`src/design/emu_io_pkg.sv`:
```
/*
 * Disk and pointer glue package
 * Widths, limits and drive codes shared by the I/O blocks
 */
package emu_io_pkg;

	// ====================
	// Sector buffer and disk interface
	// ====================
	localparam int SECTOR_ADDR_W = 9;
	localparam int BYTE_W        = 8;
	localparam int LBA_W         = 32;

	// Two floppies and one cartridge image
	localparam int NUM_SLOTS     = 3;

	// ====================
	// Mount description
	// ====================
	localparam int FILENO_W      = 3;
	localparam int FTYPE_W       = 2;

	// File numbers reported for each slot
	localparam logic [FILENO_W-1:0] SLOT_FILENO_0 = 3'd0;
	localparam logic [FILENO_W-1:0] SLOT_FILENO_1 = 3'd1;
	localparam logic [FILENO_W-1:0] SLOT_FILENO_2 = 3'd4;

	// ====================
	// Mouse to paddle
	// ====================
	localparam int MOUSE_PKT_W   = 25;
	localparam int AXIS_W        = 8;

	// Signed limits, one bit wider than the axis so sums never wrap
	localparam logic signed [AXIS_W:0] MOUSE_STEP_MAX = 9'sd10;
	localparam logic signed [AXIS_W:0] AXIS_MIN       = -9'sd128;
	localparam logic signed [AXIS_W:0] AXIS_MAX       = 9'sd127;

	// Digital joystick word, buttons land on bits 8:7
	localparam int JOY_W         = 14;
	localparam int JOY_BTN_LO    = 7;

endpackage

```
`src/design/mouse_axis_emu.sv`:
```
/*
 * Mouse axis emulation
 * Accumulates PS/2 mouse movement into saturating paddle axes
 */
module mouse_axis_emu (
	input  logic                                  clk_sys,
	input  logic                                  areset,
	input  logic [emu_io_pkg::MOUSE_PKT_W-1:0]    ps2_mouse_i,
	input  logic                                  invert_y_i,
	input  logic [15:0]                           analog_joy_i,
	input  logic [emu_io_pkg::JOY_W-1:0]          joy_i,
	input  logic                                  cpu_halt_i,
	output logic [emu_io_pkg::AXIS_W-1:0]         axis_x_o,
	output logic [emu_io_pkg::AXIS_W-1:0]         axis_y_o,
	output logic [emu_io_pkg::JOY_W-1:0]          joy_o
);

	logic emu_active;
	logic stb_q;
	logic pkt_stb;

	logic signed [emu_io_pkg::AXIS_W-1:0] acc_x;
	logic signed [emu_io_pkg::AXIS_W-1:0] acc_y;

	// One bit wider than the axis
	logic signed [emu_io_pkg::AXIS_W:0] move_x;
	logic signed [emu_io_pkg::AXIS_W:0] move_y;
	logic signed [emu_io_pkg::AXIS_W:0] step_x;
	logic signed [emu_io_pkg::AXIS_W:0] step_y;
	logic signed [emu_io_pkg::AXIS_W:0] sum_x;
	logic signed [emu_io_pkg::AXIS_W:0] sum_y;
	logic signed [emu_io_pkg::AXIS_W:0] sat_x;
	logic signed [emu_io_pkg::AXIS_W:0] sat_y;

	// Packet toggles bit 24 each time a new report arrives
	assign pkt_stb = stb_q ^ ps2_mouse_i[24];

	// Sign bits 4/5 with the 8-bit movement fields
	assign move_x = {ps2_mouse_i[4], ps2_mouse_i[15:8]};
	assign move_y = {ps2_mouse_i[5], ps2_mouse_i[23:16]};

	// ====================
	// Step and axis clamp
	// ====================
	assign step_x = (move_x > emu_io_pkg::MOUSE_STEP_MAX)  ? emu_io_pkg::MOUSE_STEP_MAX :
	                (move_x < -emu_io_pkg::MOUSE_STEP_MAX) ? -emu_io_pkg::MOUSE_STEP_MAX :
	                move_x;
	assign step_y = (move_y > emu_io_pkg::MOUSE_STEP_MAX)  ? emu_io_pkg::MOUSE_STEP_MAX :
	                (move_y < -emu_io_pkg::MOUSE_STEP_MAX) ? -emu_io_pkg::MOUSE_STEP_MAX :
	                move_y;

	assign sum_x = {acc_x[emu_io_pkg::AXIS_W-1], acc_x} + step_x;
	assign sum_y = invert_y_i ? ({acc_y[emu_io_pkg::AXIS_W-1], acc_y} - step_y) :
	                            ({acc_y[emu_io_pkg::AXIS_W-1], acc_y} + step_y);

	assign sat_x = (sum_x < emu_io_pkg::AXIS_MIN) ? emu_io_pkg::AXIS_MIN :
	               (sum_x > emu_io_pkg::AXIS_MAX) ? emu_io_pkg::AXIS_MAX : sum_x;
	assign sat_y = (sum_y < emu_io_pkg::AXIS_MIN) ? emu_io_pkg::AXIS_MIN :
	               (sum_y > emu_io_pkg::AXIS_MAX) ? emu_io_pkg::AXIS_MAX : sum_y;

	always_ff @(posedge clk_sys) begin
		if (areset) begin
			stb_q      <= 1'b0;
			emu_active <= 1'b0;
			acc_x      <= '0;
			acc_y      <= '0;
		end else begin
			stb_q <= ps2_mouse_i[24];
			// Real analog stick or a halted CPU takes the axes back
			if ((|analog_joy_i) | cpu_halt_i) begin
				emu_active <= 1'b0;
				acc_x      <= '0;
				acc_y      <= '0;
			end else if (pkt_stb) begin
				emu_active <= 1'b1;
				acc_x      <= sat_x[emu_io_pkg::AXIS_W-1:0];
				acc_y      <= sat_y[emu_io_pkg::AXIS_W-1:0];
			end
		end
	end

	// Output select between mouse and analog stick
	assign axis_x_o = emu_active ? acc_x : analog_joy_i[7:0];
	assign axis_y_o = emu_active ? acc_y : analog_joy_i[15:8];
	assign joy_o = {joy_i[emu_io_pkg::JOY_W-1:emu_io_pkg::JOY_BTN_LO+2],
	                emu_active ? ps2_mouse_i[1:0]
	                           : joy_i[emu_io_pkg::JOY_BTN_LO+1:emu_io_pkg::JOY_BTN_LO],
	                joy_i[emu_io_pkg::JOY_BTN_LO-1:0]};

endmodule

```
`config.mk`:
```
export PLATFORM = sky130hd
export DESIGN_NAME = mouse_axis_emu
export DESIGN_NICKNAME = d
export VERILOG_FILES = /design/src/design/emu_io_pkg.sv /design/src/design/mouse_axis_emu.sv
export SDC_FILE = /design/constraint.sdc
export NUM_CORES = 1
export LEC_CHECK = 0
export ABC_AREA = 1
export BUFFER_PORTS_ARGS = -buffer_cell sky130_fd_sc_hd__buf_2
export CAP_MARGIN = 5
export CORE_ASPECT_RATIO = 2
export CORE_MARGIN = 2
export CORE_UTILIZATION = 50
export CTS_CLUSTER_SIZE = 30
export DETAILED_ROUTE_END_ITERATION = 7
export GPL_TIMING_DRIVEN = 0
export PLACE_DENSITY_LB_ADDON = 0.3
export SLEW_MARGIN = 20
export SYNTH_ARGS = -nofsm -noshare
export SYNTH_HDL_FRONTEND = slang
export SYNTH_SLANG_ARGS = --single-unit
export TNS_END_PERCENT = 1
```
`constraint.sdc`:
```
create_clock -name clk_sys -period 4.3 [get_ports clk_sys]
set_input_delay 0.43 -clock clk_sys [delete_from_list [all_inputs] [get_ports clk_sys]]
set_output_delay 0.43 -clock clk_sys [all_outputs]
set_load 0.05 [all_outputs]
```
**After elaboration in Yosys (flattened, before gate mapping)**

Index checks and enable logic that the tools add are counted.

- Add/subtract/negate cells: 3
- Order comparisons: 8
- Multiplexer cells: 12
- Bitwise operators: 2
- Reduce and logical (&&, ||, !) cells: 2

Operators with widths:

| cell | number |
|---|---|
| 8-bit 2-to-1 mux | 6 |
| 9-bit 2-to-1 mux | 5 |
| 9-bit adder | 2 |
| 9-bit by 5-bit greater-than comparator with 1-bit output (second input constant) | 2 |
| 9-bit by 8-bit greater-than comparator with 1-bit output (second input constant) | 2 |
| 9-bit by 5-bit less-than comparator with 1-bit output (second input constant) | 2 |
| 9-bit by 8-bit less-than comparator with 1-bit output (second input constant) | 2 |
| 16-bit OR reduction | 1 |
| 9-bit subtractor | 1 |
| 2-bit 2-to-1 mux | 1 |
| 2-bit OR reduction | 1 |
| 1-bit OR | 1 |
| 1-bit bitwise XOR | 1 |

- Flip-flop bits (word level): 18
- Word-level logic and storage cells: 31

**Logic depth before layout (Yosys ltp)**

- Word-level depth: 8
- Mapped depth: 27

**Least setup slack after synthesis**

No wires, ideal clock.

- Path type: input -> register
- Start point: input ps2_mouse_i[22] (netlist name)
- End point: register acc_y[0] (netlist name)
- Setup time: 0.069 ns
- Data arrival time: 3.344 ns
- Required time: 4.231 ns
- Path slack: 0.887 ns
- Cell stages on the path: 24
- Cells stage by stage: inv_2 nor3_1 nand4_1 ha_1 inv_1 nand3_1 ha_1 inv_1 nor3_1 nand3_2 nand2_2 nand2_1 xor2_1 ha_1 inv_1 o31a_1 a21o_1 nand2_1 inv_1 nand3_2 nand2_2 clkinv_4 nand2_1 a21oi_2

- Cells in the longest elaborated chain, start to end: 8
- Elaborated cells between the ends (all ways): 11
- Classes of those cells: add/sub (2); order compare (4); mux (5)

RTL lines:

| what | RTL line | RTL |
|---|---|---|
| start: declaration | mouse_axis_emu.sv:8 | `input logic [emu_io_pkg::MOUSE_PKT_W-1:0] ps2_mouse_i,` |
| 9-bit by 5-bit less-than comparator with 1-bit output | mouse_axis_emu.sv:49 | `(move_y < -emu_io_pkg::MOUSE_STEP_MAX) ? -emu_io_pkg::MOUSE_STEP_MAX :` |
| 9-bit 2-to-1 mux | mouse_axis_emu.sv:49 |  |
| 9-bit 2-to-1 mux (*) | mouse_axis_emu.sv:48 | `assign step_y = (move_y > emu_io_pkg::MOUSE_STEP_MAX) ? emu_io_pkg::MOUSE_STEP_MAX :` |
| 9-bit adder / 9-bit subtractor (equally long branches) | mouse_axis_emu.sv:54, mouse_axis_emu.sv:53 |  |
| 9-bit 2-to-1 mux (*) | mouse_axis_emu.sv:53 | `assign sum_y = invert_y_i ? ({acc_y[emu_io_pkg::AXIS_W-1], acc_y} - step_y) :` |
| 9-bit by 8-bit greater-than comparator with 1-bit output | mouse_axis_emu.sv:59 | `(sum_y > emu_io_pkg::AXIS_MAX) ? emu_io_pkg::AXIS_MAX : sum_y;` |
| 8-bit 2-to-1 mux | mouse_axis_emu.sv:59 |  |
| 8-bit 2-to-1 mux (*) | mouse_axis_emu.sv:58 | `assign sat_y = (sum_y < emu_io_pkg::AXIS_MIN) ? emu_io_pkg::AXIS_MIN :` |
| end signal: assignment | mouse_axis_emu.sv:77 | `acc_y <= sat_y[emu_io_pkg::AXIS_W-1:0];` |
| end: declaration | mouse_axis_emu.sv:23 | `logic signed [emu_io_pkg::AXIS_W-1:0] acc_y;` |

Every way passes the cells marked *; elsewhere a longest branch is shown, timed or not.
A chain may end at the register's enable or synchronous reset.

**Worst setup path after layout**

- Start point: input ps2_mouse_i[17] (netlist name)
- End point: register acc_y[4] (netlist name)

Same word-level chain as after synthesis.

==> reports/metrics.yaml <==
cts:
  cts_tree: "built"
  cts_resized: 0
  cts_setup_buffers: 0
  clock_latency_ns: 0.26
  cts_htree_levels: 1
  cts-root-buf: "clkbuf_8"
  ctsHoldBuffers: 0
  cts_buffer_depth: 2
  cts_buffers: 3
  cts_sinks: 18
  path_clk_slew_ns: 0.07
worst_setup_path:
  required_ns: 4.49
  startpoint_type: "primary input"
  path_max_fanout: 7
  arrival_ns: 3.98
  endpoint_kind: "register"
  criticalPathCategory: "primary input to register"
detailed_routing:
  routedWlPerCell_um: 11.8
  ant_nets: 0
  vias: 2715
  drtIter0Drc: 49
  routed_wirelength_mm: 6.28
  first_pass_iters: 5
  routed_via_density: 5.11
  drc: 0
finish:
  final_cells: 531
  register_area_um2: 360
  multi_input_area_um2: 1630
  layout.nets: 557
  n_fill_cell: 486
  area_growth_pct: 20.5
  final_area_um2: 2850
  post_route_cells_drive_above_1_share_pct: 23.1
  diodes: 0
logic_synthesis:
  yosys-top-cells-area: "nand2_1 22%, dfxtp_1 15%, ha_1 10%"
  yosys.area.top_type_share_pct: 22.4
  synth.top_cells.by_count: "141 x nand2_1, 59 x inv_1, 28 x a21oi_1"
  ys_seq_area_share_pct: 15.2
  yosys.area.top_type: "nand2_1"
  netlist_instances: 400
  synth_edf_count: 0
  async_flop_share_pct: 0
  syn_area_um2: 2360
  synth_ff_type: "dfxtp_1"
  synth_fp_nets: 480
  synth_seq_cells: 18
  ys.warnings.count: 0
  synth.avg_cell_area_um2: 5.91
  ys_types: 32
  synth.most_common_cell: "nand2_1"
timing:
  slew_violations: 0
  tightest_slew_ns: 0.576
  fin_ws_ns: 0.512
  setup_violations: 0
  finalCritPeriodShare_pct: 88.1
  rsz0062_at_grt: "false"
  period_minus_slack_ns: 3.79
  timing.slew.headroom_pct: 61.6
  hold_ws_ns: 0.341
  finalHoldViolations: 0
  setup_tns_ns: 0
  clock_skew_ns: 0.00189
  max_freq_mhz: 264
placement:
  dp_worst_setup_slack_ns: 0.245
  dp_hpwl_mm: 5.45
  place_inst: 527
  portBuffers: 72
  gp_congestion: 0.853
  placed_area_um2: 2790
hold_path:
  holdCritPathClass: "primary input to register"
floorplanning:
  dieArea_um2: 5330
  boundaryPins: 89
  rows: 35
  initial_core_util_pct: 51.4
  core_area_um2: 4600
  die_x_um: 52.6
  die_h_um: 101
power_and_ir_drop:
  powerDensity_nw_per_um2: 195
  ir_drop_v: 0.000130
  p_leak_uw: 0.00160
global_route:
  grt_pass1_vias: 2604
  grt_use_total_pct: 24.7
  gr-total-overflow: 0
  grt_antenna_before_repair: 0
  grt_pass1_wl_mm: 10.2
  grt_max_degree: 11
job:
  max_cap_viol_count: 0
status:
  status: "finished, final reports clean"
## sequential cells by signal, indices dropped and copies added, names as in the netlist
register / count
stb_q: 1
emu_active: 1
acc_y: 8
acc_x: 8
## final cells by class
cell class	count	area share [%]
Multi-Input combinational cell	297	57.1
Sequential cell	18	12.7
Timing Repair Buffer	72	12.7
Inverter	67	9.01
Buffer	18	4.22
Tap cell	55	2.42
Clock buffer	4	1.93
## critical path, cell delays in order
cell and delay [ns]:
buf_2 0.12, a21oi_1 0.08, nor3_1 0.15, nand4_1 0.11, ha_1 0.43, inv_1 0.14
nand3_1 0.15, ha_1 0.17, inv_1 0.05, nor3_1 0.20, nand3_2 0.13, nand2_2 0.12
nand2_1 0.08, xor2_1 0.14, ha_1 0.33, nand2_1 0.10, o21ai_0 0.08, a31oi_1 0.28
inv_1 0.10, nand3_1 0.13, nand3_2 0.17, nand2_1 0.10, nand2_1 0.06, a21oi_2 0.10
## kinds of logic (layout without fill, tap and decap cells)
logic type / count (synthesis) / in the layout / share of synthesized area [%]
fa+ha+maj: 21 / 21 / 11.8
flops: 18 / 18 / 15.2
xor+xnor: 17 / 17 / 6.30
compound gates: 61 / 61 / 14.6
buf+inv: 85 / 161 / 15.9
simple gates: 198 / 198 / 36.2
## metal layers
metal	vias to the layer above	GRT usage (%)	part of all wire, %
li1	1416	-	-
met1	1208	19.5	32
met2	76	54.1	60
met3	15	0.147	3.0
met4	0	13.2	4.1
met5	-	0	0
## placed cells by master (no fill, tap or decap)
cell type / synthesis / final
o21ai_1: 2 / 2
clkinv_1: 3 / 3
nand2_1: 141 / 141
buf_6: 1 / 1
clkinv_4: 1 / 1
buf_1: 1 / 1
dfxtp_1: 18 / 18
nor2_1: 14 / 14
nor3_1: 4 / 4
a21oi_2: 5 / 5
ha_1: 19 / 19
a31oi_1: 3 / 3
a21oi_1: 28 / 28
fa_1: 2 / 2
or2_2: 1 / 1
clkbuf_8: 0 / 4
nand3_1: 18 / 18
nor3_4: 1 / 1
nand4_1: 6 / 6
nor3_2: 1 / 1
nor4_1: 4 / 4
nand2_2: 3 / 3
nand3_2: 5 / 5
o31a_1: 1 / 1
xnor2_1: 4 / 4
o211ai_1: 2 / 2
xor2_1: 13 / 13
inv_2: 4 / 4
clkbuf_1: 4 / 4
buf_2: 0 / 72
o21ai_0: 17 / 17
inv_1: 59 / 59
buf_4: 12 / 12
a21o_1: 3 / 3
## worst paths after layout
kind                          from                     to  slack, ns  cells past startpoint
max reg2reg  acc_x[0]$_SDFFE_PP0P_  acc_x[2]$_SDFFE_PP0P_       1.84                     13
max                ps2_mouse_i[17]  acc_y[4]$_SDFFE_PP0P_       0.51                     24
min reg2reg  acc_x[4]$_SDFFE_PP0P_  acc_x[4]$_SDFFE_PP0P_       0.49                      2
min                         areset       stb_q$_SDFF_PP0_       0.34                      2
## power by group
part / switching [uW] / total (uW) / internal, uW
combinational: 165 / 247 / 82.8
sequential: 0.221 / 167 / 167
clock: 59.1 / 141 / 81.5
## through the flow
stage | util [%] | power [uW]
4_1_cts | 61.9 | 557
3_3_place_gp | 60.7 | 415
2_1_floorplan | - | 357
6_report | 61.9 | 555
3_5_place_dp | 60.7 | 419
5_1_grt | 61.9 | 589
Power figures use the tool's default switching activity.
