File: config.mk
export PLATFORM = sky130hd
export DESIGN_NAME = mount_tracker
export DESIGN_NICKNAME = d
export VERILOG_FILES = /design/src/design/emu_io_pkg.sv /design/src/design/mount_tracker.sv
export SDC_FILE = /design/constraint.sdc
export NUM_CORES = 1
export LEC_CHECK = 0
export BUFFER_PORTS_ARGS = -buffer_cell sky130_fd_sc_hd__buf_2
export CORE_MARGIN = 4
export CORE_UTILIZATION = 38
export CTS_BUF_LIST = sky130_fd_sc_hd__clkbuf_8 sky130_fd_sc_hd__clkbuf_16
export CTS_CLUSTER_SIZE = 8
export DETAILED_ROUTE_END_ITERATION = 8
export HOLD_SLACK_MARGIN = 0.03
export PLACE_DENSITY = 0.92
export SLEW_MARGIN = 20
export SYNTH_ARGS = -nofsm -noshare
export SYNTH_HDL_FRONTEND = slang
export SYNTH_SLANG_ARGS = --single-unit
File: constraint.sdc
create_clock -name clk_sys -period 7.92 [get_ports clk_sys]
set_input_delay 1.584 -clock clk_sys [delete_from_list [all_inputs] [get_ports clk_sys]]
set_output_delay 1.584 -clock clk_sys [all_outputs]
set_load 0.1 [all_outputs]
File: src/design/emu_io_pkg.sv
/*
 * Disk and pointer glue package
 * Widths, limits and drive codes shared by the I/O blocks
 */
package emu_io_pkg;

	// ====================
	// Sector buffer and disk interface
	// ====================
	localparam int SECTOR_ADDR_W = 9;
	localparam int BYTE_W        = 8;
	localparam int LBA_W         = 32;

	// Two floppies and one cartridge image
	localparam int NUM_SLOTS     = 3;

	// ====================
	// Mount description
	// ====================
	localparam int FILENO_W      = 3;
	localparam int FTYPE_W       = 2;

	// File numbers reported for each slot
	localparam logic [FILENO_W-1:0] SLOT_FILENO_0 = 3'd0;
	localparam logic [FILENO_W-1:0] SLOT_FILENO_1 = 3'd1;
	localparam logic [FILENO_W-1:0] SLOT_FILENO_2 = 3'd4;

	// ====================
	// Mouse to paddle
	// ====================
	localparam int MOUSE_PKT_W   = 25;
	localparam int AXIS_W        = 8;

	// Signed limits, one bit wider than the axis so sums never wrap
	localparam logic signed [AXIS_W:0] MOUSE_STEP_MAX = 9'sd10;
	localparam logic signed [AXIS_W:0] AXIS_MIN       = -9'sd128;
	localparam logic signed [AXIS_W:0] AXIS_MAX       = 9'sd127;

	// Digital joystick word, buttons land on bits 8:7
	localparam int JOY_W         = 14;
	localparam int JOY_BTN_LO    = 7;

endpackage

File: src/design/mount_tracker.sv
/*
 * Mount tracker
 * Latches the description of a newly mounted disk or cartridge image
 */
module mount_tracker (
	input  logic                                clk_sys,
	input  logic                                areset,
	input  logic [emu_io_pkg::NUM_SLOTS-1:0]    img_mounted_i,
	input  logic                                img_readonly_i,
	input  logic [63:0]                         img_size_i,
	input  logic [7:0]                          ioctl_index_i,
	output logic                                mounted_o,
	output logic [emu_io_pkg::FILENO_W-1:0]     fileno_o,
	output logic [emu_io_pkg::FTYPE_W-1:0]      filetype_o,
	output logic                                readonly_o,
	output logic [emu_io_pkg::LBA_W-1:0]        img_size_o
);

	logic mount_q;
	logic mount_stb;

	assign mount_stb = ~mount_q & (|img_mounted_i);

	always_ff @(posedge clk_sys) begin
		if (areset) begin
			mount_q   <= 1'b0;
			mounted_o <= 1'b0;
		end else begin
			mount_q <= |img_mounted_i;
			// Controller sees a new mount as a change of this bit
			if (mount_stb) begin
				mounted_o <= ~mounted_o;
			end
		end
	end

	always_ff @(posedge clk_sys) begin
		if (mount_stb) begin
			// Highest slot wins
			if (img_mounted_i[2]) begin
				fileno_o <= emu_io_pkg::SLOT_FILENO_2;
			end else if (img_mounted_i[1]) begin
				fileno_o <= emu_io_pkg::SLOT_FILENO_1;
			end else begin
				fileno_o <= emu_io_pkg::SLOT_FILENO_0;
			end
			filetype_o <= ioctl_index_i[7 -: emu_io_pkg::FTYPE_W];
			// Cartridge images are never written back
			readonly_o <= img_readonly_i | img_mounted_i[2];
			img_size_o <= img_size_i[emu_io_pkg::LBA_W-1:0];
		end
	end

endmodule

Word-level counts from Yosys, hierarchy flattened

Cells that the tools add are included.

Flip-flop bits (word level): 40
Input port bits: 78
Logic and storage cells: 12

Bitwise logic cells: 4
Muxes and demuxes: 1
Reductions and logical operators: 1

Operators by type and width:

| operator        | count |
|---|---|
| $reduce_or 3->1 | 1 |
| $not 1->1       | 2 |
| $and 1x1->1     | 1 |
| $mux 1          | 1 |
| $or 1x1->1      | 1 |

Longest topological paths before layout

Gate-level depths: netlist of the first run.

Word-level depth: 2
Mapped depth: 3
Mapped depth without buffers: 3

Least setup slack after synthesis of the first run

No wires, ideal clock.

Kind: input to register
From: input img_mounted_i[1] (netlist bit)
To: register fileno_o[0] (netlist bit) (enable)
Path buffers: 0
Data arrival time: 3,199 ps
Setup slack: 4,289 ps
Library setup time: 432 ps
Cell stages on the path: 2
Cell sequence: nor3_2 > nor2_1

Longest elaborated chain between the ends: 2

Ends and longest elaborated chain:

| element                | RTL line            | text |
|---|---|---|
| start: declaration     | mount_tracker.sv:8  | `input logic [emu_io_pkg::NUM_SLOTS-1:0] img_mounted_i,` |
| $reduce_or 3->1        | mount_tracker.sv:22 | `assign mount_stb = ~mount_q & (\|img_mounted_i);` |
| $and 1x1->1            | mount_tracker.sv:22 |  |
| via mount_stb          | mount_tracker.sv:20 | `logic mount_stb;` |
| end signal: assignment | mount_tracker.sv:41 | `fileno_o <= emu_io_pkg::SLOT_FILENO_2;` |
| end signal: assignment | mount_tracker.sv:43 | `fileno_o <= emu_io_pkg::SLOT_FILENO_1;` |
| end signal: assignment | mount_tracker.sv:45 | `fileno_o <= emu_io_pkg::SLOT_FILENO_0;` |
| end: declaration       | mount_tracker.sv:13 | `output logic [emu_io_pkg::FILENO_W-1:0] fileno_o,` |

The timed path passes the listed nets, and every way through them passes these cells.
A chain may end at the register's enable or synchronous reset.

Final worst setup path of the first run

From: input img_mounted_i[2] (netlist bit)
To: register img_size_o[18] (netlist bit) (enable)

Longest elaborated chain between the ends: 2

Ends and longest elaborated chain:

| element                | RTL line            | text |
|---|---|---|
| $reduce_or 3->1        | mount_tracker.sv:22 |  |
| $and 1x1->1            | mount_tracker.sv:22 |  |
| via mount_stb          | mount_tracker.sv:20 |  |
| end signal: assignment | mount_tracker.sv:50 | `img_size_o <= img_size_i[emu_io_pkg::LBA_W-1:0];` |
| end: declaration       | mount_tracker.sv:16 | `output logic [emu_io_pkg::LBA_W-1:0] img_size_o` |

The timed path passes the listed nets, and every way through them passes these cells.

==> reports/results.tsv, run 1 <==
metric	value	unit
status	finished, final reports clean	
cts_made_buffers	5	
cp-start-kind	input pin	
grt_pass1_vias	763	
power_leakage	0.000745	uW
syn-instance-count	49	
rr_worst_depth	1	
viasPerCell	4.30	
synth-main-ff-cell	edfxtp_1	
wl	2.35	mm
fmax	0.378	GHz
hold_class	reg -> reg	
internal-power	316	uW
ys_types	11	
critPathLaunch	img_mounted_i[2]	
drtIter0Drc	51	
r2r_start	mount_q	
seqCellArea	0.00115	mm2
p_sw_share	35.1	%
cts_tree	done	
placed_cells	169	
finClkSkew	2.79	ps
rows	20	
track_usage	12.1	%
synth_top_area_share	91.7	%
fin_setup_tns	0	ps
ys_seq_area_share	95.0	%
critPathArrivalTime	2540	ps
gp_congestion	0.642	
nFillCells	276	
pin_count	117	
switchingPower	171	uW
fin_crit_sh	33.4	%
relSlewSlack	32.2	%
cp_max_fo	37	
drive_above_1_share	65.6	%
multi_input_area	60.1	um2
grt_pass1_wl	3.61	mm
root_buffer	clkbuf_8	
portBuffers	77	
die_area	0.00415	mm2
yosys.area.top_type	edfxtp_1	
yosysMostFrequentCell	edfxtp_1	
setup_violations	0	
max_stage_delay	770	ps
hold_buffers	0	
antenna_found_initial	0	
maxCapViolations	0	
vias	752	
synth_area_leaders	edfxtp_1, dfxtp_1, nor3_2	
drc	0	
start_util	39.7	%
holdWs	485	ps
synth_commonest_cells	edfxtp_1, dfxtp_1, nor2_1	
core_area	0.00305	mm2
syn_to_final_growth	42.4	%
design_area	0.00172	mm2
synth_warnings	0	
finalCriticalPeriod	2650	ps
htreeDepth	2	
die_w	64.5	um
place_area	0.00165	mm2
clk_latency	270	ps
cts_resized	0	
dieHeight	64.5	um
rsz0062_at_grt	no	
ys_seq_elements	39	
synth_edf_count	37	
comb_power_share	26.1	%
clkPwrFrac	23.4	%
finalMaxSlewViolations	0	
syn_area	0.00121	mm2
hold_depth	2	
post_layout_nonfiller_instances	175	
irDropWorstVdd	0.156	mV
path_class	in -> reg	
crit_slowest_cell	nor2_4	
cts.path.max_buffers	2	
async_reset_ff_share	0	%
worstMarginPinSlew	1010	ps
cp-end-kind	flop	
drtPass1Iterations	3	
final_nets	210	
wl_per_cell	13.5	um
fin_total_pwr	487	uW
grt_max_degree	38	
power_density	283	mW/mm2
clk_pin_slew	60	ps
crit_chain	buf_2 > nor3_2 > nor2_4	
antenna_left	0	
cp.required	7820	ps
antenna_cells	0	
p_seq_share	50.5	%
postCtsSetupBuffers	0	
avgSynthCellArea	24.7	um2
cts.sinks	39	
hold_viol_final	0	
grt.overflow.total	0	
hp-start	mounted_o	
synthesis.nets	127	
layer usage:
| metal | share of wire [%] | vias up | GRT usage, % | routed length (um) |
|---|---|---|---|---|
| li1 | - | 350 | - | - |
| met1 | 33 | 354 | 11.4 | 785 |
| met2 | 56 | 44 | 20.9 | 1310 |
| met3 | 9.7 | 4 | 7.28 | 228 |
| met4 | 1.4 | 0 | 5.54 | 32 |
| met5 | 0 | - | 0 | 0 |
cells by family after synthesis:
family	synth area share, %
AND/OR/NAND/NOR	3.20
other	0.310
AO/OA/AOI/OAI	0.826
buffers and inverters	0.620
flip-flops	95.0
stage by stage:
stage	utilization [%]	setup WS [ps]
2_1_floorplan	-	4290
3_3_place_gp	54.1	5050
3_5_place_dp	54.1	4980
4_1_cts	56.5	5270
5_1_grt	56.5	5180
6_report	56.5	5270
cells in the final DEF (no fill, tap or decap), drive strengths merged:
cell,n
conb,1
o21ai,1
or3,1
nor3,1
clkbuf,5
nor2,2
inv,1
or2,1
dfxtp,2
edfxtp,37
a21oi,1
and2b,1
buf,77
critical path: cells and delay by family:
kind / cells / cell delay (ps)
AND/OR/NAND/NOR: 2 / 840
buffers and inverters: 1 / 110
power by group through the flow:
| stage | combinational, uW | sequential, uW | clock, uW |
|---|---|---|---|
| after global placement | 126 | 250 | 0 |
| after floorplan | 7.96 | 347 | 0 |
| after detailed placement | 128 | 251 | 0 |
| after global routing | 130 | 247 | 132 |
| final | 127 | 246 | 114 |
| after CTS | 128 | 246 | 121 |
worst paths after layout:
| kind | endpoint | slack (ps) |
|---|---|---|
| worst max-delay path | img_size_o[18] | 5270 |
| worst min-delay path | mounted_o | 480 |
| worst max register to register | img_size_o[18] | 6400 |
| worst min register to register | mounted_o | 480 |
registers in the layout, indices dropped and copies added (netlist names):
register and cells:
fileno_o 2, filetype_o 2, img_size_o 32, mount_q 1, mounted_o 1, readonly_o 1
area by class of cell:
class / count / share of cell area [%]
sequential: 39 / 66.8
timing repair buffer: 77 / 22.4
clock buffer: 5 / 3.99
multi-input combinational: 9 / 3.48
tap: 44 / 3.19
clock inverter: 1 / 0.218
Note: power is estimated with default switching activity, not from simulation.
==> run 2: changes to the inputs <==
--- a/config.mk
+++ b/config.mk
@@ -7,12 +7,12 @@
 export LEC_CHECK = 0
 export BUFFER_PORTS_ARGS = -buffer_cell sky130_fd_sc_hd__buf_2
 export CORE_MARGIN = 4
-export CORE_UTILIZATION = 38
+export CORE_UTILIZATION = 35
 export CTS_BUF_LIST = sky130_fd_sc_hd__clkbuf_8 sky130_fd_sc_hd__clkbuf_16
 export CTS_CLUSTER_SIZE = 8
 export DETAILED_ROUTE_END_ITERATION = 8
 export HOLD_SLACK_MARGIN = 0.03
-export PLACE_DENSITY = 0.92
+export PLACE_DENSITY = 0.86
 export SLEW_MARGIN = 20
 export SYNTH_ARGS = -nofsm -noshare
 export SYNTH_HDL_FRONTEND = slang
==> constraint.sdc (replaced) <==
create_clock -name clk_sys -period 2.45 [get_ports clk_sys]
set_input_delay 0.49 -clock clk_sys [delete_from_list [all_inputs] [get_ports clk_sys]]
set_output_delay 0.49 -clock clk_sys [all_outputs]
set_load 0.1 [all_outputs]
==> run 2 against run 1 <==
Effect of this change:
- critical path depth decreased by 2
- global-route usage fell by 0.36 points
- flip-flop and latch count stayed put
- critical endpoint is now mounted_o
- largest cell class unchanged
==> reports/results.tsv, run 2 (same netlist as run 1, synthesis figures left out) <==
metric	value	unit
clk_pin_slew	70	ps
hold_class	in -> reg	
dp_hpwl	2.05	mm
finClkSkew	3.59	ps
layout_common_cells	buf_2, edfxtp_1, clkbuf_8	
hold_viol_final	0	
power_leakage	0.000758	uW
drtIter0Drc	36	
drc	0	
postCtsSetupBuffers	0	
syn_to_final_growth	44.4	%
irDropWorstVdd	0.347	mV
dp_slack	791	ps
rows	21	
root_buffer	clkbuf_8	
rrSetupSlack	1140	ps
p_sw_share	35.6	%
die_w	66.8	um
wl_per_cell	13.9	um
cts.path.max_buffers	2	
antenna_left	0	
switchingPower	569	uW
final_nets	212	
top_register	img_size_o	
grt_pass1_wl	3.67	mm
die_area	0.00447	mm2
track_usage	11.8	%
comb_power_share	26.0	%
cp.required	1960	ps
core_area	0.00334	mm2
top_regs	img_size_o (32), fileno_o (2), filetype_o (2)	
fin_crit_sh	63.5	%
cts.sinks	39	
cp-end-kind	output pin	
finalMaxSlewViolations	0	
fin_util	52.4	%
path_class	reg -> out	
rsz0062_at_grt	no	
cp-start-kind	flop	
largest_register_ffs	32	
drive_above_1_share	65.2	%
critPathArrivalTime	1070	ps
cts_made_buffers	5	
grt.overflow.total	0	
grt_max_degree	16	
status	finished, final reports clean	
nFillCells	288	
dieHeight	66.8	um
vias	765	
crit_chain	buf_2	
pin_count	117	
gp_congestion	0.657	
fin_total_pwr	1600	uW
cp_num_buf_inv	1	
viasPerCell	4.23	
crit_family	buffers and inverters	
wl	2.52	mm
clkPwrFrac	24.3	%
antenna_cells	0	
finalCriticalPeriod	1560	ps
setup_violations	0	
cts_resized	0	
clk_latency	280	ps
layout_commonest_cell	buf_2	
htreeDepth	2	
cts_tree	done	
place_area	0.00167	mm2
portBuffers	77	
grt_pass1_vias	786	
max_stage_delay	440	ps
setup_ws	894	ps
hold_buffers	0	
cp_max_fo	3	
design_area	0.00175	mm2
antenna_found_initial	0	
start_util	36.3	%
fmax	0.643	GHz
internal-power	1030	uW
power_density	913	mW/mm2
crit_slowest_cell	buf_2	
fin_setup_tns	0	ps
maxCapViolations	0	
p_seq_share	49.7	%
drtPass1Iterations	4	
run 2: changes by cell type in the layout (fill, tap and decap cells not counted):
cell and delta:
buf_4 +2, clkinv_1 +2
run 2: power by group through the flow:
stage / Sequential (uW) / Combinational (uW) / Clock, uW
2_1_floorplan: 1120 / 26.1 / 0
3_3_place_gp: 807 / 414 / 0
3_5_place_dp: 810 / 419 / 0
4_1_cts: 795 / 419 / 405
5_1_grt: 798 / 427 / 438
6_report: 794 / 415 / 387
run 2: per-layer routing:
metal | share of wire [%] | track usage (%) | routed length [um]
met3 | 13 | 7.59 | 320
met5 | 0 | 0 | 0
met4 | 0.55 | 3.05 | 14
met1 | 33 | 11.4 | 829
met2 | 54 | 20.5 | 1360
run 2: worst paths after layout:
path / from / endpoint / cells after the start
max reg2reg: mount_q / filetype_o[0] / 2
max: mounted_o / mounted_o / 1
min: areset / mount_q / 2
min reg2reg: mounted_o / mounted_o / 2
run 2: through the flow:
step                      hold slack [ps]  cells
after floorplan                       526     49
after global placement                458    173
after detailed placement              490    173
after CTS                             365    181
after global routing                  354    181
final                                 374    181
run 2: final cells by class:
type / instances / area, um2 / share of cell area [%]
clock buffer: 5 / 68.8 / 3.93
clock inverter: 3 / 11.3 / 0.644
multi-input combinational: 9 / 60.1 / 3.43
sequential: 39 / 1150 / 65.8
tap: 46 / 57.6 / 3.29
timing repair buffer: 79 / 400 / 22.9
==> run 3: changes to the inputs <==
==> constraint.sdc (replaced) <==
create_clock -name clk_sys -period 1.62 [get_ports clk_sys]
set_input_delay 0.324 -clock clk_sys [delete_from_list [all_inputs] [get_ports clk_sys]]
set_output_delay 0.324 -clock clk_sys [all_outputs]
set_load 0.1 [all_outputs]
==> run 3 against run 2 <==
Effect of this change:
- die area stayed put
- setup slack worse by 650 ps
- first-iteration DRC count is 61% lower
- largest power group unchanged
==> reports/results.tsv, run 3 (same netlist as run 1, synthesis figures left out) <==
metric	value	unit
status	finished, final reports clean	
root_buffer	clkbuf_8	
postCtsSetupBuffers	0	
wl_met3	247	um
critPathLaunch	mounted_o	
wl	2.44	mm
hold_depth	2	
top_layer	met4	
viasPerCell	4.14	
crit_slowest_cell	buf_2	
r2r_start	mount_q	
setup_violations	0	
final_nets	212	
rows	21	
cp.required	1300	ps
antenna_left	0	
vias	750	
grt.overflow.total	0	
antenna_cells	0	
cts_tree	done	
clk_pin_slew	60	ps
rsz0062_at_grt	no	
hold_viol_final	0	
die_w	66.8	um
rr_endpoint	img_size_o[11]	
finalCriticalPeriod	1380	ps
syn_to_final_growth	44.5	%
cts_resized	0	
cts_made_buffers	5	
largest_register_ffs	32	
worstSetupEndpoint	mounted_o	
fin_setup_tns	0	ps
fin_crit_sh	85.3	%
critPathArrivalTime	1060	ps
grt_max_degree	25	
fmax	0.724	GHz
cts.path.max_buffers	2	
nFillCells	304	
power_density	1380	mW/mm2
wl_per_cell	13.5	um
wl_met2	1.42	mm
rr_worst_depth	2	
top_regs	img_size_o (32), fileno_o (2), filetype_o (2)	
cts.sinks	39	
portBuffers	77	
drtPass1Iterations	2	
core_area	0.00334	mm2
cp-start-kind	flop	
layout_commonest_cell	buf_2	
layout_common_cells	buf_2, edfxtp_1, clkbuf_8	
pin_count	117	
grt_pass1_wl	3.37	mm
hold_class	in -> reg	
setup_ws	239	ps
max_stage_delay	430	ps
top_register	img_size_o	
htreeDepth	2	
dp_slack	272	ps
cp-end-kind	output pin	
antenna_found_initial	0	
drive_above_1_share	65.9	%
hold_buffers	0	
irDropWorstVdd	0.647	mV
grt_pass1_vias	753	
drc	0	
dp_hpwl	1.96	mm
maxCapViolations	0	
finalMaxSlewViolations	0	
crit_chain	buf_2	
power_leakage	0.000764	uW
finClkSkew	3.65	ps
die_area	0.00447	mm2
wl_met1	746	um
clk_latency	280	ps
cp_max_fo	3	
cp_num_cells	1	
path_class	reg -> out	
cp_num_buf_inv	1	
start_util	36.3	%
dieHeight	66.8	um
drtIter0Drc	14	
track_usage	11.1	%
crit_family	buffers and inverters	
gp_congestion	0.609	
rrSetupSlack	550	ps
-- run 3: final cells by class --
cell class	instances	area [um2]	share of cell area, %
flip-flops and latches	39	1150	65.8
repair buffers	79	400	22.9
clock buffers	5	68.8	3.93
multi-input cells	9	60.1	3.43
well taps	46	57.6	3.29
clock inverters	3	12.5	0.715
-- run 3: how the worst min path moves through the flow --
stage,from,endpoint,slack (ps)
2_1_floorplan,areset,mounted_o,390
3_3_place_gp,mounted_o,mounted_o,460
3_5_place_dp,mounted_o,mounted_o,500
4_1_cts,areset,mount_q,200
5_1_grt,img_size_i[31],img_size_o[31],190
6_report,areset,mount_q,210
-- run 3: layer usage --
metal  up-vias  global-route usage (%)
met1       353                    10.1
li1        355                       -
met4         0                    3.81
met2        38                    20.5
met3         4                    5.90
met5         -                       0
-- run 3: power by group --
group	total [uW]	internal (uW)	switching (uW)
sequential	1200	1180	18.2
clock	580	289	291
combinational	625	84.6	541
-- run 3: stage by stage --
stage / hold slack [ps] / utilization (%) / instances / power, uW / area (um2)
global placement: 461 / 50.0 / 173 / 1840 / 1670
detailed placement: 498 / 50.0 / 173 / 1860 / 1670
finish: 206 / 52.5 / 181 / 2410 / 1750
floorplan: 393 / - / 49 / 1740 / 1220
global route: 191 / 52.5 / 181 / 2510 / 1750
CTS: 196 / 52.5 / 181 / 2450 / 1750
