File: src/design/emu_io_pkg.sv
/*
 * Disk and pointer glue package
 * Widths, limits and drive codes shared by the I/O blocks
 */
package emu_io_pkg;

	// ====================
	// Sector buffer and disk interface
	// ====================
	localparam int SECTOR_ADDR_W = 9;
	localparam int BYTE_W        = 8;
	localparam int LBA_W         = 32;

	// Two floppies and one cartridge image
	localparam int NUM_SLOTS     = 3;

	// ====================
	// Mount description
	// ====================
	localparam int FILENO_W      = 3;
	localparam int FTYPE_W       = 2;

	// File numbers reported for each slot
	localparam logic [FILENO_W-1:0] SLOT_FILENO_0 = 3'd0;
	localparam logic [FILENO_W-1:0] SLOT_FILENO_1 = 3'd1;
	localparam logic [FILENO_W-1:0] SLOT_FILENO_2 = 3'd4;

	// ====================
	// Mouse to paddle
	// ====================
	localparam int MOUSE_PKT_W   = 25;
	localparam int AXIS_W        = 8;

	// Signed limits, one bit wider than the axis so sums never wrap
	localparam logic signed [AXIS_W:0] MOUSE_STEP_MAX = 9'sd10;
	localparam logic signed [AXIS_W:0] AXIS_MIN       = -9'sd128;
	localparam logic signed [AXIS_W:0] AXIS_MAX       = 9'sd127;

	// Digital joystick word, buttons land on bits 8:7
	localparam int JOY_W         = 14;
	localparam int JOY_BTN_LO    = 7;

endpackage

File: src/design/disk_cmd_bridge.sv
/*
 * Disk command bridge
 * Turns controller strobes into sector buffer accesses and block requests
 */
module disk_cmd_bridge (
	input  logic                                 clk_sys,
	input  logic                                 areset,
	input  logic                                 lba_sel_i,
	input  logic                                 block_rd_i,
	input  logic                                 block_wr_i,
	input  logic [2:0]                           drv_num_i,
	input  logic                                 io_rst_i,
	input  logic                                 data_wr_i,
	input  logic                                 data_rd_i,
	input  logic [emu_io_pkg::LBA_W-1:0]         ctl_data_i,
	input  logic [emu_io_pkg::NUM_SLOTS-1:0]     sd_ack_i,
	output logic [emu_io_pkg::SECTOR_ADDR_W-1:0] buf_addr_o,
	output logic [emu_io_pkg::BYTE_W-1:0]        buf_data_o,
	output logic                                 buf_wr_o,
	output logic [emu_io_pkg::LBA_W-1:0]         sd_lba_o,
	output logic [emu_io_pkg::NUM_SLOTS-1:0]     sd_rd_o,
	output logic [emu_io_pkg::NUM_SLOTS-1:0]     sd_wr_o,
	output logic                                 io_done_o
);

	// Strobe history
	logic wr_q1;
	logic wr_q2;
	logic rd_q;
	logic blrd_q;
	logic blwr_q;
	logic ack_q;

	logic wr_stb;
	logic rd_stb;
	logic blrd_stb;
	logic blwr_stb;
	logic ack_any;
	logic ack_fall;

	logic [1:0]                         slot_idx;
	logic [emu_io_pkg::NUM_SLOTS-1:0]   slot_req;

	// ====================
	// Edge detection
	// ====================

	// Data write goes through two stages before it acts
	assign wr_stb   = wr_q1 & ~wr_q2;
	assign rd_stb   = rd_q & ~data_rd_i;
	assign blrd_stb = block_rd_i & ~blrd_q;
	assign blwr_stb = block_wr_i & ~blwr_q;
	assign ack_any  = |sd_ack_i;
	assign ack_fall = ack_q & ~ack_any;

	// Drive 0 -> slot 0, drive 1 -> slot 1, drive 4 -> slot 2
	assign slot_idx = {drv_num_i[2], drv_num_i[0]};
	// Index 3 shifts out and requests nothing
	assign slot_req = {{(emu_io_pkg::NUM_SLOTS-1){1'b0}}, 1'b1} << slot_idx;

	// ====================
	// Control state
	// ====================
	always_ff @(posedge clk_sys) begin
		if (areset) begin
			wr_q1      <= 1'b0;
			wr_q2      <= 1'b0;
			rd_q       <= 1'b0;
			blrd_q     <= 1'b0;
			blwr_q     <= 1'b0;
			ack_q      <= 1'b0;
			buf_wr_o   <= 1'b0;
			buf_addr_o <= '0;
			sd_rd_o    <= '0;
			sd_wr_o    <= '0;
			io_done_o  <= 1'b0;
		end else begin
			wr_q1  <= data_wr_i;
			wr_q2  <= wr_q1;
			rd_q   <= data_rd_i;
			blrd_q <= block_rd_i;
			blwr_q <= block_wr_i;
			ack_q  <= ack_any;

			buf_wr_o <= wr_stb & ~lba_sel_i;

			// Address reset wins over both advances
			if (io_rst_i) begin
				buf_addr_o <= '0;
			end else if (buf_wr_o | rd_stb) begin
				buf_addr_o <= buf_addr_o + 1'b1;
			end

			// Host acknowledge drops every pending request
			if (ack_any) begin
				sd_rd_o <= '0;
				sd_wr_o <= '0;
			end else begin
				if (blrd_stb) begin
					sd_rd_o <= sd_rd_o | slot_req;
				end
				if (blwr_stb) begin
					sd_wr_o <= sd_wr_o | slot_req;
				end
			end

			// Level, only reset brings it low again
			if (blrd_stb | blwr_stb | ack_fall) begin
				io_done_o <= 1'b1;
			end
		end
	end

	// Block address and write byte
	always_ff @(posedge clk_sys) begin
		if (wr_stb) begin
			if (lba_sel_i) begin
				sd_lba_o <= ctl_data_i;
			end else begin
				buf_data_o <= ctl_data_i[emu_io_pkg::BYTE_W-1:0];
			end
		end
	end

endmodule

File: config.mk
export PLATFORM = sky130hd
export DESIGN_NAME = disk_cmd_bridge
export DESIGN_NICKNAME = d
export VERILOG_FILES = /design/src/design/emu_io_pkg.sv /design/src/design/disk_cmd_bridge.sv
export SDC_FILE = /design/constraint.sdc
export NUM_CORES = 1
export LEC_CHECK = 0
export BUFFER_PORTS_ARGS = -buffer_cell sky130_fd_sc_hd__buf_2
export CORE_MARGIN = 2
export CORE_UTILIZATION = 45
export DETAILED_ROUTE_END_ITERATION = 8
export PLACE_DENSITY = 0.79
export SLEW_MARGIN = 5
export SYNTH_ARGS = -nofsm -noshare
export SYNTH_HDL_FRONTEND = slang
export SYNTH_SLANG_ARGS = --single-unit
File: constraint.sdc
create_clock -name clk_sys -period 2.3 [get_ports clk_sys]
set_clock_uncertainty 0.05 [all_clocks]
set_input_delay 0.115 -clock clk_sys [delete_from_list [all_inputs] [get_ports clk_sys]]
set_output_delay 0.115 -clock clk_sys [all_outputs]
set_load 0.01 [all_outputs]
======== Word level (Yosys, flattened, before mapping) ========
Cells that the tools add are included.
storage, ports and cells
  bits of input ports ..................... 46
  logic and storage cells ................. 37
  flip-flop bits (word level) ............. 63
  output and inout port bits .............. 57
cells by class
  add/sub/neg operators ................... 1
  bitwise gates (word level) .............. 17
  shifts and indexed selects .............. 1
  reduce and logical (&&, ||, !) cells .... 5
operators by type and width
  cell                   number
  $add A9 B1 Y9 const B  1
  $and A1 B1 Y1          6
  $not A1 Y1             6
  $or A3 B3 Y3           2
  $reduce_and A2 Y1      2
  $reduce_or A4 Y1       1
  $or A1 B1 Y1           3
  $reduce_or A3 Y1       1
  $shl A1 B2 Y3 const A  1
  $reduce_or A2 Y1       1

======== Depth between registers and ports, before layout ========
Gate-level depths: netlist of the first run.
  word-level depth ........................ 4
  gate-level depth with buffers ........... 5
  mapped depth without buffers ............ 5

======== Worst setup path after synthesis of the first run ========
Ideal clock, no wire load.
  path kind ............................... register to register
  start point ............................. register wr_q2
  end point ............................... register sd_lba_o[0] (netlist name) (enable)
  stages on the path, launching flop included .. 2
  data required time ...................... 1.858 ns
  buffers on the path ..................... 0
  arrival ................................. 1.182 ns
  setup time .............................. 0.392 ns
  path slack .............................. 0.676 ns
  clock period less this slack ............ 1.624 ns
  path through ............................ dfxtp_1 and3b_1
between the ends
  longest elaborated chain between the ends .. 3
ends and longest elaborated chain
  what                                line                    source
  start: declaration                  disk_cmd_bridge.sv:28   logic wr_q2;
  start signal: assignment            disk_cmd_bridge.sv:79   wr_q2 <= wr_q1;
  $not A1 Y1                          disk_cmd_bridge.sv:49   assign wr_stb = wr_q1 & ~wr_q2;
  $and A1 B1 Y1                       disk_cmd_bridge.sv:49
  $reduce_and A2 Y1 (no source line)  --
  end signal: assignment              disk_cmd_bridge.sv:118  sd_lba_o <= ctl_data_i;
  end: declaration                    disk_cmd_bridge.sv:20   output logic [emu_io_pkg::LBA_W-1:0] sd_lba_o,
No other way between the ends.
A chain may end at the register's enable or synchronous reset.

======== Worst setup path in the final report of the first run ========
  start point ............................. input port data_rd_i
  end point ............................... register buf_addr_o[8] (netlist name)
between the ends
  longest elaborated chain between the ends .. 3
ends and longest elaborated chain
  what                    line                   source
  start: declaration      disk_cmd_bridge.sv:14  input logic data_rd_i,
  $not A1 Y1              disk_cmd_bridge.sv:50  assign rd_stb = rd_q & ~data_rd_i;
  $and A1 B1 Y1           disk_cmd_bridge.sv:50
  $or A1 B1 Y1            disk_cmd_bridge.sv:90  end else if (buf_wr_o | rd_stb) begin
  end signal: assignment  disk_cmd_bridge.sv:91  buf_addr_o <= buf_addr_o + 1'b1;
  end: declaration        disk_cmd_bridge.sv:17  output logic [emu_io_pkg::SECTOR_ADDR_W-1:0] buf_addr_o,
No other way between the ends.

==> key figures, run 1 <==
Run status
  – Status: finished, final reports clean

Pwr
  – Leakage power: 1.37 nW
  – Combinational power share: 0.073
  – P_int: 1.82 mW
  – Sw Share: 0.202
  – Power Density: 712 nW/µm²
  – Tot Pwr: 2.29 mW
  – Sequential Power Share: 0.544
  – Clk pwr share: 0.383
  – Max IR drop VDD: 431 µV
  – Switching power total: 0.462 mW

Layout
  – Antenna diodes: 0
  – Final core occ: 0.727
  – Layout net count: 325
  – Layout cells sized above 1: 0.403
  – Area delta synth->final: 52.9%

GRT
  – First-pass GRT wire length: 7600 µm
  – Initial antenna violation count: 0
  – Total routing usage reported by global routing: 0.200
  – Grt ovf: 0
  – Number of global-route vias before repair: 1603
  – Largest net degree at the start of global routing: 33

Drt
  – DRC Markers: 0
  – First DRT Iteration DRCs: 119
  – Routed WL: 5020 µm
  – Number of routed nets with antenna violations: 0
  – Detailed Routing Iterations Pass 1: 4
  – Via-per-instance ratio: 4.74
  – DR vias: 1588
  – Routed len/inst: 15.0 µm

Worst hold path
  – Hold EP: buf_wr_o
  – Hold-critical path depth: 2
  – Hold WC Path Type: input pin to flop
  – Worst hold start: areset

Logic synthesis
  – Unique masters post-synth: 21
  – Synth top area cells: edfxtp_1 (57%), dfxtp_1 (22%), xor2_1 (3.3%), nor2_1 (2.7%), o21a_1 (2.1%)
  – Synth Instances: 130
  – Register bit total from synthesis: 63
  – Synth Area in Simple Gates: 0.102
  – Syn_nets: 177
  – Synth warn: 0
  – Post-synthesis xor/xnor area fraction: 0.0334
  – Post-Synth Adder-Cell Area: 0.00596
  – Mapped Area: 2100 µm²
  – Top cell type's share of synthesized area: 0.572
  – Main combinational cell family by area after synthesis: simple AND/OR/NAND/NOR gates
  – Syn_area_per_cell: 16.1 µm²
  – Sequential area share after synthesis: 0.792
  – Compound-Gate Fraction of Synth Area: 0.0525
  – Mux share of post-synthesis cell area: 0
  – Area leader, netlist: edfxtp_1

Timing
  – Worst-Margin Slew: 773 ps
  – Setup violators final: 0
  – Hold Slack: 40.3 ps
  – Final Max Tran Viols: 0
  – Fraction of the cycle the final worst path needs: 0.643
  – Fmax: 0.676 GHz
  – RSZ-0062 raised after global routing: false
  – Total Neg Setup Slack: 0 ps
  – Min cycle time layout: 1480 ps
  – Hold Violations, Final: 0
  – Slew headroom: 0.482

CTS
  – Clock Latency Late Sink: 320 ps
  – Clk sinks: 63
  – Resize count post-CTS: 0
  – Root Driver: clkbuf_8
  – CTS tree: yes
  – H-tree depth: 3
  – CTS Buffer Depth: 2
  – Worst-path clk slew: 70 ps
  – TritonCTS Buffers: 9

Die
  – Core Footprint: 4410 µm²
  – FP Rows: 24
  – IO Pins: 103
  – Die Y: 72.3 µm
  – Starting Density: 0.475
  – DIE AREA: 5230 µm²
  – Die W: 72.3 µm

Worst setup path
  – Critical Path Start Type: input pin
  – FF-to-FF Start: wr_q1
  – Critical Path AT: 1630 ps
  – Capturing point of the worst reg2reg path: buf_data_o[0]
  – Critical Path Fanout Max: 9
  – CP Data Required Time: 2460 ps
  – Worst setup EP type: flop
  – CP Class: input pin to flop
  – R2R cell count: 1
  – Flop-to-flop setup slack: 890 ps

Placed design
  – Port bufs: 101
  – RD Place Congestion: 0.804
  – Post-DP HPWL: 3040 µm

Flow run
  – MaxCap Viol Count: 0
[cell families after synthesis]
| group | count (synthesis) |
|---|---|
| AND/OR/NAND/NOR | 39 |
| XOR/XNOR | 8 |
| adder cells (fa/ha/maj) | 1 |
| flip-flops | 63 |
| buffers and inverters | 3 |
| AO/OA/AOI/OAI | 16 |
[synth_stat cells (all sizes together)]
master   instances
o21ai            5
nor3b            1
ha               1
nor3             3
nor2            15
edfxtp          40
a21oi            1
xor2             8
nor2b            7
dfxtp           23
o21a             6
o2111ai          4
and3b            1
nand2            3
buf              3
nor4             1
and3             3
nand2b           4
or2              1
[cells in the final DEF, fill, tap and decap left out]
cell,instances
buf_2,101
edfxtp_1,40
dlygate4sd3_1,38
dfxtp_1,23
nor2_1,15
clkbuf_8,9
xor2_1,8
nor2b_1,7
o21a_1,6
o2111ai_1,4
nand2b_1,4
clkbuf_1,4
and3_1,3
o21ai_0,3
nand2_1,3
nor3_1,3
o21ai_1,2
clkinv_1,2
nor3b_2,1
and3b_1,1
or2_1,1
a21oi_1,1
nor4_4,1
ha_1,1
bufinv_16,1
buf_4,1
[power groups by stage]
stage / sequential [mW] / clock, mW / combinational, mW
floorplan: 1.28 / 0 / 0.0325
finish: 1.24 / 0.875 / 0.167
global route: 1.24 / 0.944 / 0.181
CTS: 1.24 / 0.890 / 0.164
detailed placement: 1.27 / 0 / 0.114
global placement: 1.27 / 0 / 0.110
[registers in the layout, summed over array words and instances (netlist names)]
name and flops:
ack_q 1, blrd_q 1, blwr_q 1, buf_addr_o 9, buf_data_o 8, buf_wr_o 1
io_done_o 1, rd_q 1, sd_lba_o 32, sd_rd_o 3, sd_wr_o 3, wr_q1 1
wr_q2 1
[worst max path at each step]
stage                     slack, ps      start  cells after the start             to
after floorplan                 680      wr_q2                      1    sd_lba_o[0]
after global placement          910      wr_q1                      1  buf_data_o[3]
after detailed placement        890      wr_q1                      1  buf_data_o[6]
after CTS                       840  data_rd_i                      6  buf_addr_o[8]
after global routing            700  data_rd_i                      6  buf_addr_o[7]
final                           820  data_rd_i                      6  buf_addr_o[8]
[layout make-up]
| cell class | instances | area (µm²) |
|---|---|---|
| clock buffer | 13 | 139 |
| clock inverter | 3 | 37.5 |
| multi-input combinational | 64 | 412 |
| tap | 52 | 65.1 |
| sequential | 63 | 1660 |
| fill | 305 | 1210 |
| timing repair buffer | 140 | 893 |
[layer usage]
layer | vias to the layer above | share of wire | wire, µm | track usage
li1 | 767 | - | - | -
met1 | 732 | 0.39 | 1970 | 0.217
met2 | 78 | 0.50 | 2530 | 0.355
met3 | 11 | 0.084 | 423 | 0.0556
met4 | 0 | 0.020 | 101 | 0.101
met5 | - | 0 | 0 | 0
[worst max-delay path, cell delays in order]
cell and delay, ps:
dlygate4sd3_1 530, buf_2 130, nor2b_1 430, o2111ai_1 200, xor2_1 170, nor2_1 60
[stage by stage]
stage | worst slack (ps) | area, µm² | std cells
after floorplan | 676 | 2100 | 130
after global placement | 907 | 2650 | 281
after detailed placement | 886 | 2650 | 281
after CTS | 836 | 3210 | 335
after global routing | 704 | 3210 | 335
final | 821 | 3210 | 335
[timing repair]
| action | in CTS | in global routing |
|---|---|---|
| endpoints found under the hold margin | 45 | 0 |
| setup buffers | 0 | 0 |
| hold buffers | 38 | 0 |
(Power assumes the default switching activity.)
==> inputs of run 2 (changes only) <==
clock period = 1.39 ns   (was 2.3 ns; I/O delays follow)
==> run 2 against run 1 <==
Register-to-register slack lost 750 ps. Hold slack worse by 6.3 ps. Critical path depth fell by 1. Global-route usage increased by 0.85 points. Sequential power is 66% higher. Combinational power grew 79%. Core utilization is 2.8 points higher. Largest cell class unchanged.
==> key figures, run 2 (same netlist as run 1, synthesis figures left out) <==
Run status
  – Status: finished, final reports clean

Worst setup path
  – Worst setup EP type: flop
  – CP Data Required Time: 1550 ps
  – Critical Path AT: 1440 ps
  – CP Class: input pin to flop
  – Critical Path Fanout Max: 2
  – Critical Path Start Type: input pin
  – Flop-to-flop setup slack: 140 ps

Timing
  – Fmax: 0.778 GHz
  – Fraction of the cycle the final worst path needs: 0.924
  – Min cycle time layout: 1290 ps
  – Total Neg Setup Slack: 0 ps
  – RSZ-0062 raised after global routing: false
  – Setup violators final: 0
  – Final Max Tran Viols: 0
  – Slew headroom: 0.716
  – Hold Violations, Final: 0
  – Worst-Margin Slew: 423 ps

Layout
  – Register area: 1660 µm²
  – Fillers: 271
  – Top Registers: sd_lba_o: 32 flops, buf_addr_o: 9 flops, buf_data_o: 8 flops
  – Layout net count: 333
  – Biggest register: sd_lba_o
  – Largest register FFs: 32
  – Area delta synth->final: 58.7%
  – Most frequent cells in the layout: buf_2 (101), dlygate4sd3_1 (44), edfxtp_1 (40)
  – Leading cell type in the layout, fill and taps excluded: buf_2
  – Area occupied by multi-input gates: 420 µm²
  – Layout cells sized above 1: 0.424
  – Antenna diodes: 0
  – Final core occ: 0.755

CTS
  – CTS tree: yes
  – Worst-path clk slew: 70 ps
  – Clk sinks: 63
  – Setup bufs post-CTS: 0
  – CTS Buffer Depth: 2
  – Root Driver: clkbuf_8
  – TritonCTS Buffers: 9
  – Clock Latency Late Sink: 320 ps
  – H-tree depth: 3

Pwr
  – Combinational power share: 0.075
  – Leakage power: 1.44 nW
  – Sw Share: 0.198
  – Power Density: 1200 nW/µm²
  – Clk pwr share: 0.409
  – Max IR drop VDD: 881 µV
  – Switching power total: 0.789 mW
  – P_int: 3.20 mW
  – Sequential Power Share: 0.516

Drt
  – Via-per-instance ratio: 4.85
  – First DRT Iteration DRCs: 128
  – DR vias: 1657
  – Detailed Routing Iterations Pass 1: 4
  – Number of routed nets with antenna violations: 0
  – DRC Markers: 0
  – Routed len/inst: 15.2 µm
  – Routed WL: 5180 µm

GRT
  – First-pass GRT wire length: 8020 µm
  – Initial antenna violation count: 0
  – Grt ovf: 0
  – Total routing usage reported by global routing: 0.208
  – Largest net degree at the start of global routing: 33
  – Number of global-route vias before repair: 1688

Worst hold path
  – Hold WC Path Type: input pin to flop

Die
  – Starting Density: 0.475
  – FP Rows: 24
  – Core Footprint: 4410 µm²
  – DIE AREA: 5230 µm²
  – IO Pins: 103
  – Die Y: 72.3 µm
  – Die W: 72.3 µm

Placed design
  – Post-DP HPWL: 2940 µm
  – RD Place Congestion: 0.729
  – Port bufs: 101

Flow run
  – MaxCap Viol Count: 0
==> run 2: cell types whose count changed in the layout (fill, tap and decap cells not counted), sizes merged <==
| cell | delta |
|---|---|
| dlygate4sd3 | +6 |
| clkbuf | -3 |
| buf | +2 |
| bufinv | +1 |
| clkinv | +1 |
==> run 2: critical path, cell delays in order <==
cell,delay [ps]
dlygate4sd3_1,530
buf_2,150
nor3_2,90
dlygate4sd3_1,570
nor2_1,40
==> run 2: final cells by class <==
cell class,instances,share of cell area
Timing Repair Buffer,148,0.295
Sequential cell,63,0.499
Multi-Input combinational cell,64,0.126
Clock inverter,5,0.0222
Clock buffer,10,0.0383
Tap cell,52,0.0195
==> run 2: worst paths after layout <==
check / start / to / cells after the start
min reg2reg: ack_q / io_done_o / 2
min: sd_ack_i[0] / sd_wr_o[0] / 3
max: sd_ack_i[2] / ack_q / 5
max reg2reg: buf_addr_o[0] / buf_addr_o[8] / 5
==> run 2: per-layer routing <==
layer | part of all wire | vias to the layer above | GRT usage
met5 | 0 | - | 0
met4 | 0.0091 | 0 | 0.0776
met3 | 0.095 | 6 | 0.0736
met2 | 0.52 | 91 | 0.364
met1 | 0.38 | 774 | 0.233
li1 | - | 786 | -
==> run 2: repair_timing <==
| item | 4_1_cts | 5_1_grt |
|---|---|---|
| hold buffers | 44 | 0 |
| resized for setup | 0 | 3 |
| hold endpoints to repair | 47 | 0 |
| setup endpoints to repair | 0 | 10 |
==> run 2: power groups by stage <==
stage | logic, mW | clock network (mW) | registers [mW]
final | 0.299 | 1.63 | 2.06
after CTS | 0.289 | 1.65 | 2.06
after detailed placement | 0.192 | 0 | 2.10
after global placement | 0.185 | 0 | 2.09
after global routing | 0.323 | 1.73 | 2.06
after floorplan | 0.0545 | 0 | 2.11
==> run 2: stage by stage <==
stage	instance area, µm²	hold slack, ps	power [mW]	worst slack (ps)	cells
2_1_floorplan	2100	91.1	2.17	88.1	130
3_3_place_gp	2680	196	2.28	94.3	283
3_5_place_dp	2680	198	2.29	73.2	283
4_1_cts	3320	2.79	3.99	59.9	342
5_1_grt	3330	31.3	4.12	2.95	342
6_report	3330	33.9	3.99	105	342
==> inputs of run 3 (changes only) <==
CORE_UTILIZATION = 40   (was 45)
PLACE_DENSITY = 0.74   (was 0.79)
clock period = 1 ns   (was 1.39 ns; I/O delays follow)
==> run 3 against run 2 <==
The run now ends with negative setup slack left. Global-route usage shrank 1.6 points. Via count is 3.4% higher. Sequential power rose by 38%. Clock power up 42%. Die area grew 12%. Flip-flop and latch count stayed put. Design area is 12% higher. Non-clock buffer count rose by 16. Critical path type is now flop to flop.
==> key figures, run 3 (same netlist as run 1, synthesis figures left out) <==
Run status
  – Status: finished with violations
  – Failing checks: negative setup slack

GRT
  – Initial antenna violation count: 0
  – Grt ovf: 0
  – Total routing usage reported by global routing: 0.192
  – Number of global-route vias before repair: 1733
  – First-pass GRT wire length: 8580 µm
  – Largest net degree at the start of global routing: 31

Pwr
  – Sequential Power Share: 0.506
  – Leakage power: 1.55 nW
  – Sw Share: 0.201
  – Combinational power share: 0.086
  – Switching power total: 1.14 mW
  – P_int: 4.51 mW
  – Max IR drop VDD: 1010 µV
  – Clk pwr share: 0.409
  – Power Density: 1510 nW/µm²

Layout
  – Fillers: 322
  – Area delta synth->final: 78.1%
  – Biggest register: sd_lba_o
  – Area occupied by multi-input gates: 507 µm²
  – Antenna diodes: 0
  – Layout cells sized above 1: 0.537
  – Final instance area: 3740 µm²
  – Largest register FFs: 32
  – Leading cell type in the layout, fill and taps excluded: buf_2
  – Most frequent cells in the layout: buf_2 (94), dlygate4sd3_1 (41), edfxtp_1 (40)
  – Finished Layout Cells: 377
  – Final core occ: 0.736
  – Top Registers: sd_lba_o: 32 flops, buf_addr_o: 9 flops, buf_data_o: 8 flops
  – Register area: 1680 µm²
  – Layout net count: 349

Drt
  – First DRT Iteration DRCs: 40
  – DR vias: 1713
  – Routed len/inst: 15.1 µm
  – Detailed Routing Iterations Pass 1: 4
  – Via-per-instance ratio: 4.54
  – Routed WL: 5690 µm
  – DRC Markers: 0
  – Number of routed nets with antenna violations: 0

Die
  – Die Y: 76.4 µm
  – DIE AREA: 5840 µm²
  – FP Rows: 26
  – Starting Density: 0.413
  – Core Footprint: 5070 µm²
  – IO Pins: 103
  – Die W: 76.4 µm

Timing
  – Total Neg Setup Slack: -8440 ps
  – Fraction of the cycle the final worst path needs: 1.22
  – Fmax: 0.819 GHz
  – Worst-Margin Slew: 340 ps
  – Setup violators final: 51
  – Final Max Tran Viols: 0
  – Fin worst setup slack: -221 ps
  – RSZ-0062 raised after global routing: true
  – Min cycle time layout: 1220 ps
  – Slew headroom: 0.774
  – Hold Violations, Final: 0

Flow run
  – MaxCap Viol Count: 0

Worst setup path
  – Critical Path AT: 1210 ps
  – CP startpoint: wr_q2
  – FF-to-FF Start: wr_q2
  – Capturing point of the worst reg2reg path: sd_lba_o[5]
  – R2R cell count: 2
  – Worst setup EP type: flop
  – Crit path to: sd_lba_o[5]
  – Cell family with most CP delay: simple AND/OR/NAND/NOR gates
  – CP Data Required Time: 990 ps
  – CP Class: flop to flop
  – Critical Path Start Type: flop
  – Slowest cell on crit path: and3b_4
  – Flop-to-flop setup slack: -220 ps
  – Levels on crit path: 2
  – Sequence of cells on the critical path: and3b_4 -> clkbuf_16
  – Slowest Stage Delay on Critical Path: 380 ps
  – Worst path buffer plus inverter count: 1
  – Critical Path Fanout Max: 8

CTS
  – Worst-path clk slew: 60 ps
  – TritonCTS Buffers: 9
  – Root Driver: clkbuf_8
  – Clk sinks: 63
  – Clock Latency Late Sink: 320 ps
  – CTS tree: yes
  – H-tree depth: 3
  – CTS Buffer Depth: 2

Placed design
  – Port bufs: 101
  – Post-DP HPWL: 3090 µm
  – Placed Cells: 310
  – Placed cell area: 2850 µm²
  – RD Place Congestion: 0.741

Worst hold path
  – Hold WC Path Type: input pin to flop
[run 3: changes by cell type in the layout (fill, tap and decap cells not counted), sizes merged]
| cell | before | now |
|---|---|---|
| buf | 104 | 120 |
| clkbuf | 10 | 13 |
| clkinv | 3 | 2 |
| clkinvlp | 0 | 2 |
| dlygate4sd3 | 44 | 41 |
[run 3: how the worst min path moves through the flow]
stage               cells after the start            from            to
finish                                  3    drv_num_i[2]    sd_wr_o[0]
global route                            3    drv_num_i[2]    sd_wr_o[0]
CTS                                     3    drv_num_i[2]    sd_wr_o[0]
detailed placement                      1  ctl_data_i[21]  sd_lba_o[21]
global placement                        1  ctl_data_i[27]  sd_lba_o[27]
floorplan                               1          areset        blrd_q
[run 3: power by group through the flow]
stage	clock network, mW	logic (mW)	registers [mW]
after floorplan	0	0.0809	2.94
after global placement	0	0.286	2.91
after detailed placement	0	0.294	2.91
after CTS	2.38	0.443	2.85
after global routing	2.48	0.518	2.86
final	2.31	0.485	2.85
[run 3: metal layers]
layer / GRT usage / vias to the layer above / share of wire
li1: - / 818 / -
met1: 0.236 / 800 / 0.42
met2: 0.311 / 86 / 0.49
met3: 0.0569 / 9 / 0.076
met4: 0.0945 / 0 / 0.014
met5: 0 / - / 0
[run 3: worst min-delay path: stages]
cell	delay (ps)
buf_2	100
nor3_1	50
o21a_1	150
[run 3: what timing repair did]
action | in CTS | in global routing
endpoints found under the setup margin | 55 | 59
setup buffers | 6 | 3
hold endpoints to repair | 47 | 0
pin swaps | 11 | 8
resized for setup | 21 | 10
cloned | 0 | 4
hold buffers | 41 | 0
[run 3: metrics by stage]
step	total power, mW	hold WS, ps	setup WS, ps
after floorplan	3.02	71.6	-218
final	5.65	24.4	-221
after detailed placement	3.20	179	-574
after global placement	3.19	182	-534
after CTS	5.67	4.13	-190
after global routing	5.85	21.1	-257
[run 3: area by class of cell]
cell class	count	area share
Sequential cell	63	0.450
Tap cell	70	0.0234
Clock buffer	10	0.0342
Clock inverter	6	0.0228
Timing Repair Buffer	164	0.334
Multi-Input combinational cell	64	0.136
